File: config.mk
export PLATFORM = sky130hd
export DESIGN_NAME = commit_stage
export DESIGN_NICKNAME = d
export VERILOG_FILES = /design/src/commit_pkg.sv /design/src/rob_commit_if.sv /design/src/rob.sv /design/src/arch_state.sv /design/src/store_buffer.sv /design/src/commit_stage.sv
export VERILOG_INCLUDE_DIRS = /design/src /design/src/src
export SDC_FILE = /design/constraint.sdc
export NUM_CORES = 2
export LEC_CHECK = 0
export ABC_AREA = 1
export CORE_MARGIN = 8
export CORE_UTILIZATION = 30
export DETAILED_ROUTE_END_ITERATION = 7
export DONT_BUFFER_PORTS = 1
export PLACE_DENSITY = 0.49
export SYNTH_ARGS = -nofsm -noshare
export SYNTH_HDL_FRONTEND = slang
export SYNTH_SLANG_ARGS = --single-unit
File: constraint.sdc
create_clock -name clk_i -period 3.45 [get_ports clk_i]
set_input_delay 0.1725 -clock clk_i [delete_from_list [all_inputs] [get_ports clk_i]]
set_output_delay 0.1725 -clock clk_i [all_outputs]
set_load 0.05 [all_outputs]
File: src/commit_consts.svh
`ifndef COMMIT_CONSTS_SVH
`define COMMIT_CONSTS_SVH

// data and address width
`define WORD_SIZE 16

// write-back and cdb ports
`define NUM_FU 2

`define NUM_PHYS_REG 32

// reorder buffer depth as a power of two
`define ROB_ENTRY 8

// store buffer depth as a power of two
`define SB_ENTRY 4

`endif

File: src/commit_pkg.sv
`include "commit_consts.svh"

package commit_pkg;

  // data or address word
  typedef logic [`WORD_SIZE-1:0] word_t;

  // physical register number
  typedef logic [$clog2(`NUM_PHYS_REG)-1:0] preg_t;

  // reorder buffer slot
  typedef logic [$clog2(`ROB_ENTRY)-1:0] rob_idx_t;

  // store buffer slot
  typedef logic [$clog2(`SB_ENTRY)-1:0] sb_idx_t;

endpackage

File: src/rob_commit_if.sv
`timescale 1ns/1ps

// one retirement event per cycle consumed at the same edge
interface rob_commit_if;
  logic              commit_v;
  logic              has_dest;
  commit_pkg::preg_t free_preg;
  logic              is_store;
  logic              mispredict;

  modport rob (
    output commit_v, has_dest, free_preg, is_store, mispredict
  );

  // register file only cares about freed registers
  modport rf_sink (
    input commit_v, has_dest, free_preg
  );

  modport sb_sink (
    input commit_v, is_store, mispredict
  );
endinterface

File: src/rob.sv
`timescale 1ns/1ps
`include "commit_consts.svh"

module rob
(input  logic                   clk_i
 , input  logic                 reset_i
 // rename side
 , input  logic                 rename_rob_valid_i
 , input  logic                 rename_has_dest_i
 , input  commit_pkg::preg_t    rename_old_preg_i
 , input  logic                 rename_is_store_i
 , output logic                 rob_rename_ready_o
 , output commit_pkg::rob_idx_t rob_rename_entry_num_o
 // cdb completions
 , input  logic [`NUM_FU-1:0]   cdb_v_i
 , input  commit_pkg::rob_idx_t cdb_rob_num_i [`NUM_FU]
 , input  logic [`NUM_FU-1:0]   cdb_mispredict_i
 , input  commit_pkg::word_t    cdb_target_i [`NUM_FU]
 // retirement
 , output logic                 rob_rename_valid_o
 , output commit_pkg::preg_t    rob_rename_free_preg_o
 , output logic                 rob_mispredict_o
 , output commit_pkg::word_t    rob_fe_redirected_pc_o
 , rob_commit_if.rob            commit_o
);
  import commit_pkg::*;

  localparam int unsigned cnt_w = $clog2(`ROB_ENTRY) + 1;

  logic                  has_dest_q [`ROB_ENTRY];
  preg_t                 old_preg_q [`ROB_ENTRY];
  logic                  is_store_q [`ROB_ENTRY];
  logic                  mispredict_q [`ROB_ENTRY];
  word_t                 target_q [`ROB_ENTRY];
  logic [`ROB_ENTRY-1:0] done_q;

  rob_idx_t         head_q;
  rob_idx_t         tail_q;
  logic [cnt_w-1:0] count_q;

  logic alloc;
  logic retire;
  logic flush;

  assign rob_rename_ready_o     = (count_q != cnt_w'(`ROB_ENTRY));
  assign rob_rename_entry_num_o = tail_q;

  assign alloc  = rename_rob_valid_i && rob_rename_ready_o;
  // head retires as soon as it is done
  assign retire = (count_q != '0) && done_q[head_q];
  assign flush  = retire && mispredict_q[head_q];

  assign rob_rename_valid_o     = retire;
  assign rob_rename_free_preg_o = old_preg_q[head_q];
  assign rob_mispredict_o       = flush;
  assign rob_fe_redirected_pc_o = target_q[head_q];

  assign commit_o.commit_v   = retire;
  assign commit_o.has_dest   = has_dest_q[head_q];
  assign commit_o.free_preg  = old_preg_q[head_q];
  assign commit_o.is_store   = is_store_q[head_q];
  assign commit_o.mispredict = flush;

  // entry payload
  always_ff @(posedge clk_i) begin
    if (alloc) begin
      has_dest_q[tail_q] <= rename_has_dest_i;
      old_preg_q[tail_q] <= rename_old_preg_i;
      is_store_q[tail_q] <= rename_is_store_i;
    end
    for (int k = 0; k < `NUM_FU; k++) begin
      if (cdb_v_i[k]) begin
        mispredict_q[cdb_rob_num_i[k]] <= cdb_mispredict_i[k];
        target_q[cdb_rob_num_i[k]]     <= cdb_target_i[k];
      end
    end
  end

  always_ff @(posedge clk_i) begin
    if (reset_i) begin
      done_q  <= '0;
      head_q  <= '0;
      tail_q  <= '0;
      count_q <= '0;
    end else begin
      if (alloc) begin
        done_q[tail_q] <= 1'b0;
      end
      // completions may arrive in any order
      for (int k = 0; k < `NUM_FU; k++) begin
        if (cdb_v_i[k]) begin
          done_q[cdb_rob_num_i[k]] <= 1'b1;
        end
      end
      if (flush) begin
        // everything younger than the branch is gone
        head_q  <= head_q + 1'b1;
        tail_q  <= head_q + 1'b1;
        count_q <= '0;
      end else begin
        if (retire) begin
          head_q <= head_q + 1'b1;
        end
        if (alloc) begin
          tail_q <= tail_q + 1'b1;
        end
        count_q <= count_q + cnt_w'(alloc) - cnt_w'(retire);
      end
    end
  end

endmodule

File: src/arch_state.sv
`timescale 1ns/1ps
`include "commit_consts.svh"

module arch_state
(input  logic                 clk_i
 , input  logic               reset_i
 // write-back from execute
 , input  logic [`NUM_FU-1:0] exe_w_v_i
 , input  commit_pkg::preg_t  exe_addr_i [`NUM_FU]
 , input  commit_pkg::word_t  exe_data_i [`NUM_FU]
 // issue read ports
 , input  commit_pkg::preg_t  issue_read_rs1_i
 , output logic               rs1_valid_o
 , output commit_pkg::word_t  rs1_data_o
 , input  commit_pkg::preg_t  issue_read_rs2_i
 , output logic               rs2_valid_o
 , output commit_pkg::word_t  rs2_data_o
 , rob_commit_if.rf_sink      commit_i
);
  import commit_pkg::*;

  word_t                    regs_q [`NUM_PHYS_REG];
  logic [`NUM_PHYS_REG-1:0] valid_q;

  // register values
  always_ff @(posedge clk_i) begin
    for (int k = 0; k < `NUM_FU; k++) begin
      if (exe_w_v_i[k]) begin
        regs_q[exe_addr_i[k]] <= exe_data_i[k];
      end
    end
  end

  always_ff @(posedge clk_i) begin
    if (reset_i) begin
      valid_q <= '0;
    end else begin
      // freed register holds a stale value
      if (commit_i.commit_v && commit_i.has_dest) begin
        valid_q[commit_i.free_preg] <= 1'b0;
      end
      // a write to the same register wins over the free
      for (int k = 0; k < `NUM_FU; k++) begin
        if (exe_w_v_i[k]) begin
          valid_q[exe_addr_i[k]] <= 1'b1;
        end
      end
    end
  end

  assign rs1_valid_o = valid_q[issue_read_rs1_i];
  assign rs1_data_o  = regs_q[issue_read_rs1_i];
  assign rs2_valid_o = valid_q[issue_read_rs2_i];
  assign rs2_data_o  = regs_q[issue_read_rs2_i];

endmodule

File: src/store_buffer.sv
`timescale 1ns/1ps
`include "commit_consts.svh"

module store_buffer
(input  logic                  clk_i
 , input  logic                reset_i
 // allocation at issue
 , input  logic                issue_sb_v_i
 , output logic                sb_issue_ready_o
 , output commit_pkg::sb_idx_t sb_issue_entry_num_o
 // fill from execute
 , input  logic                exe_sb_v_i
 , input  commit_pkg::sb_idx_t exe_sb_num_i
 , input  commit_pkg::word_t   exe_sb_addr_i
 , input  commit_pkg::word_t   exe_sb_data_i
 // load bypass
 , input  commit_pkg::word_t   exe_ld_bypass_addr_i
 , input  commit_pkg::sb_idx_t exe_ld_bypass_sb_num_i
 , output logic                sb_ld_bypass_valid_o
 , output commit_pkg::word_t   sb_ld_bypass_value_o
 // drain to memory
 , output logic                data_mem_w_v_o
 , output commit_pkg::word_t   data_mem_w_addr_o
 , output commit_pkg::word_t   data_mem_w_data_o
 , rob_commit_if.sb_sink       commit_i
);
  import commit_pkg::*;

  localparam int unsigned cnt_w = $clog2(`SB_ENTRY) + 1;

  logic [`SB_ENTRY-1:0] filled_q;
  logic [`SB_ENTRY-1:0] committed_q;
  word_t                addr_q [`SB_ENTRY];
  word_t                data_q [`SB_ENTRY];

  sb_idx_t drain_q;
  sb_idx_t commit_q;
  sb_idx_t tail_q;
  // live entries, and committed ones not yet drained
  logic [cnt_w-1:0] cnt_q;
  logic [cnt_w-1:0] ccnt_q;
  logic [cnt_w-1:0] ccnt_next;

  logic alloc;
  logic commit_st;
  logic flush;
  logic drain_v;

  assign sb_issue_ready_o     = (cnt_q != cnt_w'(`SB_ENTRY));
  assign sb_issue_entry_num_o = tail_q;

  assign alloc     = issue_sb_v_i && sb_issue_ready_o;
  assign commit_st = commit_i.commit_v && commit_i.is_store;
  assign flush     = commit_i.commit_v && commit_i.mispredict;
  assign drain_v   = committed_q[drain_q] && filled_q[drain_q];
  assign ccnt_next = ccnt_q + cnt_w'(commit_st) - cnt_w'(drain_v);

  // oldest committed store goes out first
  assign data_mem_w_v_o    = drain_v;
  assign data_mem_w_addr_o = addr_q[drain_q];
  assign data_mem_w_data_o = data_q[drain_q];

  always_ff @(posedge clk_i) begin
    if (exe_sb_v_i) begin
      addr_q[exe_sb_num_i] <= exe_sb_addr_i;
      data_q[exe_sb_num_i] <= exe_sb_data_i;
    end
  end

  always_ff @(posedge clk_i) begin
    if (reset_i) begin
      filled_q    <= '0;
      committed_q <= '0;
      drain_q     <= '0;
      commit_q    <= '0;
      tail_q      <= '0;
      cnt_q       <= '0;
      ccnt_q      <= '0;
    end else begin
      if (alloc) begin
        filled_q[tail_q]    <= 1'b0;
        committed_q[tail_q] <= 1'b0;
      end
      if (exe_sb_v_i) begin
        filled_q[exe_sb_num_i] <= 1'b1;
      end
      if (commit_st) begin
        committed_q[commit_q] <= 1'b1;
        commit_q              <= commit_q + 1'b1;
      end
      if (drain_v) begin
        filled_q[drain_q]    <= 1'b0;
        committed_q[drain_q] <= 1'b0;
        drain_q              <= drain_q + 1'b1;
      end
      ccnt_q <= ccnt_next;
      if (flush) begin
        // only committed stores survive a mispredict
        tail_q <= commit_q + sb_idx_t'(commit_st);
        cnt_q  <= ccnt_next;
      end else begin
        if (alloc) begin
          tail_q <= tail_q + 1'b1;
        end
        cnt_q <= cnt_q + cnt_w'(alloc) - cnt_w'(drain_v);
      end
    end
  end

  // youngest older store with a matching address
  always_comb begin
    sb_idx_t idx;
    sb_idx_t age;
    idx                  = '0;
    age                  = exe_ld_bypass_sb_num_i - drain_q;
    sb_ld_bypass_valid_o = 1'b0;
    sb_ld_bypass_value_o = '0;
    for (int i = 1; i < `SB_ENTRY; i++) begin
      idx = exe_ld_bypass_sb_num_i - sb_idx_t'(i);
      if (!sb_ld_bypass_valid_o && (i <= int'(age)) && filled_q[idx]
          && (addr_q[idx] == exe_ld_bypass_addr_i)) begin
        sb_ld_bypass_valid_o = 1'b1;
        sb_ld_bypass_value_o = data_q[idx];
      end
    end
  end

endmodule

File: src/commit_stage.sv
`timescale 1ns/1ps
`include "commit_consts.svh"

module commit_stage
(input  logic                   clk_i
 , input  logic                 reset_i
 // execute register write-back
 , input  logic [`NUM_FU-1:0]   exe_w_v_i
 , input  commit_pkg::preg_t    exe_addr_i [`NUM_FU]
 , input  commit_pkg::word_t    exe_data_i [`NUM_FU]
 // issue read ports
 , input  commit_pkg::preg_t    issue_read_rs1_i
 , input  commit_pkg::preg_t    issue_read_rs2_i
 , output logic                 rs1_valid_o
 , output logic                 rs2_valid_o
 , output commit_pkg::word_t    rs1_data_o
 , output commit_pkg::word_t    rs2_data_o
 // rename to rob
 , input  logic                 rename_rob_valid_i
 , input  logic                 rename_has_dest_i
 , input  commit_pkg::preg_t    rename_old_preg_i
 , input  logic                 rename_is_store_i
 , output logic                 rob_rename_ready_o
 , output commit_pkg::rob_idx_t rob_rename_entry_num_o
 // cdb to rob
 , input  logic [`NUM_FU-1:0]   cdb_v_i
 , input  commit_pkg::rob_idx_t cdb_rob_num_i [`NUM_FU]
 , input  logic [`NUM_FU-1:0]   cdb_mispredict_i
 , input  commit_pkg::word_t    cdb_target_i [`NUM_FU]
 // retirement back to rename and fetch
 , output logic                 rob_rename_valid_o
 , output commit_pkg::preg_t    rob_rename_free_preg_o
 , output logic                 rob_mispredict_o
 , output commit_pkg::word_t    rob_fe_redirected_pc_o
 // store allocation and fill
 , input  logic                 issue_sb_v_i
 , output logic                 sb_issue_ready_o
 , output commit_pkg::sb_idx_t  sb_issue_entry_num_o
 , input  logic                 exe_sb_v_i
 , input  commit_pkg::sb_idx_t  exe_sb_num_i
 , input  commit_pkg::word_t    exe_sb_addr_i
 , input  commit_pkg::word_t    exe_sb_data_i
 // load bypass
 , input  commit_pkg::word_t    exe_ld_bypass_addr_i
 , input  commit_pkg::sb_idx_t  exe_ld_bypass_sb_num_i
 , output logic                 sb_ld_bypass_valid_o
 , output commit_pkg::word_t    sb_ld_bypass_value_o
 // data memory
 , input  commit_pkg::word_t    exe_mem_addr_i
 , output commit_pkg::word_t    exe_mem_data_o
 , output logic                 data_mem_w_v_o
 , output commit_pkg::word_t    data_mem_w_addr_o
 , output commit_pkg::word_t    data_mem_w_data_o
 , output commit_pkg::word_t    data_mem_r_addr_o
 , input  commit_pkg::word_t    data_mem_r_data_i
);

  // retirement events out of the rob
  rob_commit_if commit_if ();

  rob reorder_buffer
  (  .commit_o (commit_if)
   , .*
  );

  arch_state states
  (  .commit_i (commit_if)
   , .*
  );

  store_buffer sb
  (  .commit_i (commit_if)
   , .*
  );

  // memory read path is combinational
  assign data_mem_r_addr_o = exe_mem_addr_i;
  assign exe_mem_data_o    = data_mem_r_data_i;

endmodule

* Word level (Yosys, flattened, before mapping)
Memories as Yosys holds them, arrays and structs flattened. A register that Yosys moved wholly into a read port is not among the register bits.
Cells that the tools add are included.
** Storage, ports and cells
- Flip-flop bits (word level) :: 70
- Memory bits (writable) :: 832
- Bits of input ports :: 192
- Word-level logic and storage cells :: 214
- Memories :: 8
** Operators by class
- Add/subtract/negate cells :: 16
- Magnitude comparators :: 29
- Equal/unequal tests :: 5
- Muxes and demuxes :: 95
- Bitwise operators :: 16
- Reduce and logical (&&, ||, !) cells :: 33
** Memory list
- states.regs_q :: depth 32, width 16, rd ports 2, clocked after memory_dff 0, wr ports 2, RTL line arch_state.sv:22 : word_t regs_q [`NUM_PHYS_REG];
- reorder_buffer.target_q :: depth 8, width 16, rd ports 1, clocked after memory_dff 1, wr ports 2, RTL line rob.sv:34 : word_t target_q [`ROB_ENTRY];
- sb.addr_q :: depth 4, width 16, rd ports 4, clocked after memory_dff 1, wr ports 1, RTL line store_buffer.sv:33 : word_t addr_q [`SB_ENTRY];
- sb.data_q :: depth 4, width 16, rd ports 4, clocked after memory_dff 1, wr ports 1, RTL line store_buffer.sv:34 : word_t data_q [`SB_ENTRY];
- reorder_buffer.old_preg_q :: depth 8, width 5, rd ports 1, clocked after memory_dff 1, wr ports 1, RTL line rob.sv:31 : preg_t old_preg_q [`ROB_ENTRY];
- reorder_buffer.has_dest_q :: depth 8, width 1, rd ports 1, clocked after memory_dff 1, wr ports 1, RTL line rob.sv:30 : logic has_dest_q [`ROB_ENTRY];
- 2 more memories
** Operators by type and width (number)
- $mux W32 :: 5
- $or A32 B32 Y32 :: 2
- $eq A16 B16 Y1 :: 3
- $mux W16 :: 3
- $mux W3 :: 15
- $mux W4 :: 10
- $mux W8 :: 5
- $mux W1 :: 33
- $and A32 B32 Y32 :: 1
- $not A32 Y32 :: 1
- $lt A5 B6 Y1 const B :: 5
- $logic_and A1 B1 Y1 :: 26
- $lt A2 B3 Y1 const B :: 7
- $and A4 B4 Y4 :: 4
- $lt A3 B4 Y1 const B :: 4
- $or A8 B8 Y8 :: 2
- $demux W1 S5 :: 3
- $ge A5 B1 Y1 const B :: 3
- $mux W2 :: 6
- $bmux W1 S2 :: 5
- $bmux W1 S5 :: 2
- $demux W1 S3 :: 3
- $ge A3 B1 Y1 const B :: 3
- $and A8 B8 Y8 :: 1
- 24 further kinds :: 42

* Depth between registers and ports, before layout
- Word-level depth :: 16
- Mapped depth :: 22

* Hierarchy
From an unflattened synthesis, not the netlist that was laid out.
** Second synthesis, totals
- Cells, all modules :: 7066
- Area, all modules :: 53416.2 um2
** By module, submodules not included
- arch_state :: instances 1, cells an instance 4599, area each 33154.3 um2
- rob :: instances 1, cells an instance 1083, area each 10084.7 um2
- store_buffer :: instances 1, cells an instance 1352, area each 9937.0 um2
- commit_stage :: instances 1, cells an instance 32, area each 240.2 um2

* Least setup slack after synthesis
OpenSTA, ideal clock, no wires.
- Path kind :: input to register
- Start point :: input exe_sb_v_i
- End point :: memory sb.addr_q[3][0] (netlist name), enable pin
- Library setup time :: 0.463 ns
- Arrival :: 2.522 ns
- Data required time :: 2.987 ns
- Slack :: 0.465 ns
- Stages on the path :: 2
- Buffers on the path :: 0
- Cell sequence :: inv_1 -> nor3_1
** Between the ends
- Cells in the longest elaborated chain, start to end :: 2
** RTL lines
- from (decl) :: RTL line commit_stage.sv:39 : , input logic exe_sb_v_i
- $mux W1 :: RTL line store_buffer.sv:64 : if (exe_sb_v_i) begin
- $mux W1 (not written as such) :: RTL line store_buffer.sv:65 : addr_q[exe_sb_num_i] <= exe_sb_addr_i;
- to (decl) :: RTL line store_buffer.sv:33
No other way between the ends.

* Worst setup path in the final report
- Start point :: input issue_read_rs1_i[0]
- End point :: output rs1_data_o[0]
** Between the ends
- Cells in the longest elaborated chain, start to end :: 1
** RTL lines
- from (decl) :: RTL line commit_stage.sv:12 : , input commit_pkg::preg_t issue_read_rs1_i
- $mem_v2 Z32 W16
- to (decl) :: RTL line commit_stage.sv:16 : , output commit_pkg::word_t rs1_data_o
No other way between the ends.

==> results.yml <==
place:
  dp_hpwl_um: 137000
  gp_congestion: 0.886
  portBuffers: 0
  dpl-instance-area_um2: 54700
die:
  fp.dieArea_um2: 186000
  die_w_um: 431
  core_area_um2: 171000
  die_h_um: 431
  top_level_ports: 338
  initial_core_util_pct: 30.1
  rows: 152
cts:
  path_clk_slew_ns: 0.06
  cts_sinks: 907
  max-clock-path-buffers: 3
  htreeDepth: 3
  cts_root_buf: "clkbuf_16"
  numCtsBuffers: 106
  cts_tree: "built"
  clk_latency_ns: 0.75
worst_setup_path:
  worst-setup-path-type: "primary input to output port"
  arrival_ns: 3.21
  required_ns: 3.28
  crit_family: "buffers and inverters"
  slowest_stage: "inv_8"
  crit_path_end_kind: "output port"
  timing.critical_path.mode_cell: "buf_4"
  path_cells: "inv_8 -> buf_12 -> buf_4 -> o21ai_0 -> o221ai_1 -> nand3_1 -> a32oi_1 -> buf_4"
  cp-start-kind: "primary input"
  critical_path_buf_inv_count: 4
  slowest_delay_ns: 0.69
  reg2reg_slack_ns: 0.33
  crit_fanout: 278
final_layout:
  drive_gt1_share_pct: 7.84
  n_fill_cell: 17500
  layout.nets: 6533
  final_common_cell: "o21ai_0"
  final_area_um2: 60000
  syn_to_final_growth_pct: 16.4
  final_util_pct: 35.1
  most-common-layout-cells: "o21ai_0, nand2_1, nor2_1, edfxtp_1, buf_4"
synthesis:
  synth.cell_area_um2: 51600
  seq_area_frac_synth_pct: 51.3
  synthArstFlopShare_pct: 0
  synth_warnings: 0
  synth-edff-count: 832
  synth-seq-cells: 907
  synthFlopType: "edfxtp_1"
  synth_cell_types: 45
  synth_area_per_cell_um2: 8.18
  synth_cells: 6308
  syn_nets: 6529
routing:
  drt-total-wl_um: 223000
  via_per_inst: 5.66
  drt_iter0_drc: 5525
  drc: 0
  drt-pass1-iter-count: 6
  detail_route.wl_per_cell_um: 25.8
  ant_nets: 0
  vias: 48900
timing:
  finClkSkew_ns: 0.0705
  worst_pin_slew_ns: 1.27
  finalHoldViolCount: 0
  setup_violations: 0
  final-max-slew-violation-count: 0
  period_share_pct: 98.1
  tns_ns: 0
  worst_hold_slack_ns: 0.0576
  period_needed_ns: 3.39
  relSlewSlack_pct: 15.0
  rsz0062_at_grt: "false"
  max_freq_mhz: 295
status:
  status: "finished, final reports clean"
power_and_ir_drop:
  peakVddDrop_uv: 472
  p_leak_nw: 22.2
  p_per_area_nw_per_um2: 498
flow_run:
  max_cap_violations: 0
worst_hold_path:
  hp-class: "primary input to flip-flop"
global_routing:
  grt_pass1_vias: 46500
  grt_pass1_wl_um: 320000
  grt_antenna_before_repair: 17
  grt_max_degree: 279
  gr-total-overflow: 0
  grt_util_all_layers_pct: 22.9
[sequential cells by signal, indices dropped and copies added (netlist names), 4 cells and up, named ones only]
register / cells
reorder_buffer.target_q: 128
reorder_buffer.old_preg_q: 40
sb.addr_q: 64
states.valid_q: 32
reorder_buffer.mispredict_q: 8
sb.filled_q: 4
states.regs_q: 512
sb.data_q: 64
reorder_buffer.has_dest_q: 8
reorder_buffer.is_store_q: 8
reorder_buffer.done_q: 8
reorder_buffer.count_q: 4
sb.committed_q: 4
[stage by stage]
stage                     setup WS (ns)  cells  power (mW)
after CTS                        0.0183   8632        30.1
after global placement            0.397   8245        18.8
final                            0.0640   8640        29.9
after detailed placement          0.340   8245        18.8
after floorplan                   0.465   6308        17.1
after global routing            0.00454   8636        31.0
[path summary, 6_finish.rpt]
kind	cells past startpoint	end	startpoint
worst max-delay path	8	rs1_data_o[0]	issue_read_rs1_i[0]
worst min-delay path	2	states.regs_q[2][4]$_DFFE_PP_	exe_data_i[4]
worst max register to register	10	states.valid_q[4]$_SDFF_PP0_	flip-flop
worst min register to register	2	sb.committed_q[2]$_SDFF_PP0_	sb.committed_q[2]$_SDFF_PP0_
[synthesized netlist by cell type, types with 2 or more instances]
master	n	area share [%]
nor2_2	2	0.024
inv_1	226	1.6
clkbuf_2	13	0.13
a31oi_1	77	0.93
inv_2	5	0.036
fa_1	3	0.12
xnor2_1	3	0.051
nand2_1	1371	10
dfxtp_1	75	2.9
nor3_1	28	0.27
nand2_2	4	0.048
a21oi_1	101	0.98
o21ai_0	1481	14
ha_1	26	0.63
edfxtp_1	832	48
buf_6	4	0.087
clkinv_1	2	0.015
buf_1	46	0.33
buf_2	17	0.16
clkbuf_1	465	3.4
o221ai_1	202	3.4
o22a_1	2	0.034
a22oi_1	21	0.31
o22ai_1	106	1.3
o211ai_1	4	0.058
xor2_1	12	0.20
o21ai_1	7	0.068
nor2_1	860	6.3
nand4_1	19	0.23
a32o_1	9	0.17
a32oi_1	30	0.51
nor2_4	6	0.13
a221oi_1	6	0.10
buf_4	40	0.58
mux2i_1	8	0.16
nand3_1	186	1.8
[final cells by class]
type	instances	area, µm²	share of cell area (%)
antenna	5	12.5	0.0208
clock buffer	131	2770	4.61
clock inverter	67	529	0.881
inverter	233	896	1.49
multi-input combinational	4583	22000	36.6
sequential	907	26500	44.1
tap	2233	2790	4.65
timing repair buffer	481	4580	7.62
[power breakdown]
group	internal (mW)	total [mW]	switching, mW
sequential	12.5	12.9	0.335
clock	6.01	10.9	4.89
combinational	1.82	6.11	4.29
total	20.4	29.9	9.52
[timing repair]
action	CTS	global route
endpoints found under the setup margin	5	23
buffers inserted	0	3
hold buffers	189	0
resized for setup	3	5
hold endpoints to repair	960	0
pin swaps	0	2
[kinds of logic (layout without fill, tap and decap cells)]
group | Yosys count | after routing | share of synthesized area [%]
compound gates | 2049 | 2049 | 22.3
xor+xnor | 15 | 15 | 0.255
fa+ha+maj | 29 | 29 | 0.747
buf+inv | 818 | 912 | 6.37
flops | 907 | 907 | 51.3
mux | 8 | 8 | 0.155
other cells | 0 | 5 | 0
simple gates | 2482 | 2482 | 18.8
[layer usage]
| metal | global-route usage (%) | wire, µm | vias up |
|---|---|---|---|
| li1 | - | - | 22200 |
| met1 | 28.3 | 87100 | 23500 |
| met4 | 11.5 | 12100 | 8 |
| met2 | 38.3 | 104000 | 2595 |
| met5 | 0 | 46 | - |
| met3 | 4.14 | 19300 | 553 |
Note: power is estimated with default switching activity, not from simulation.
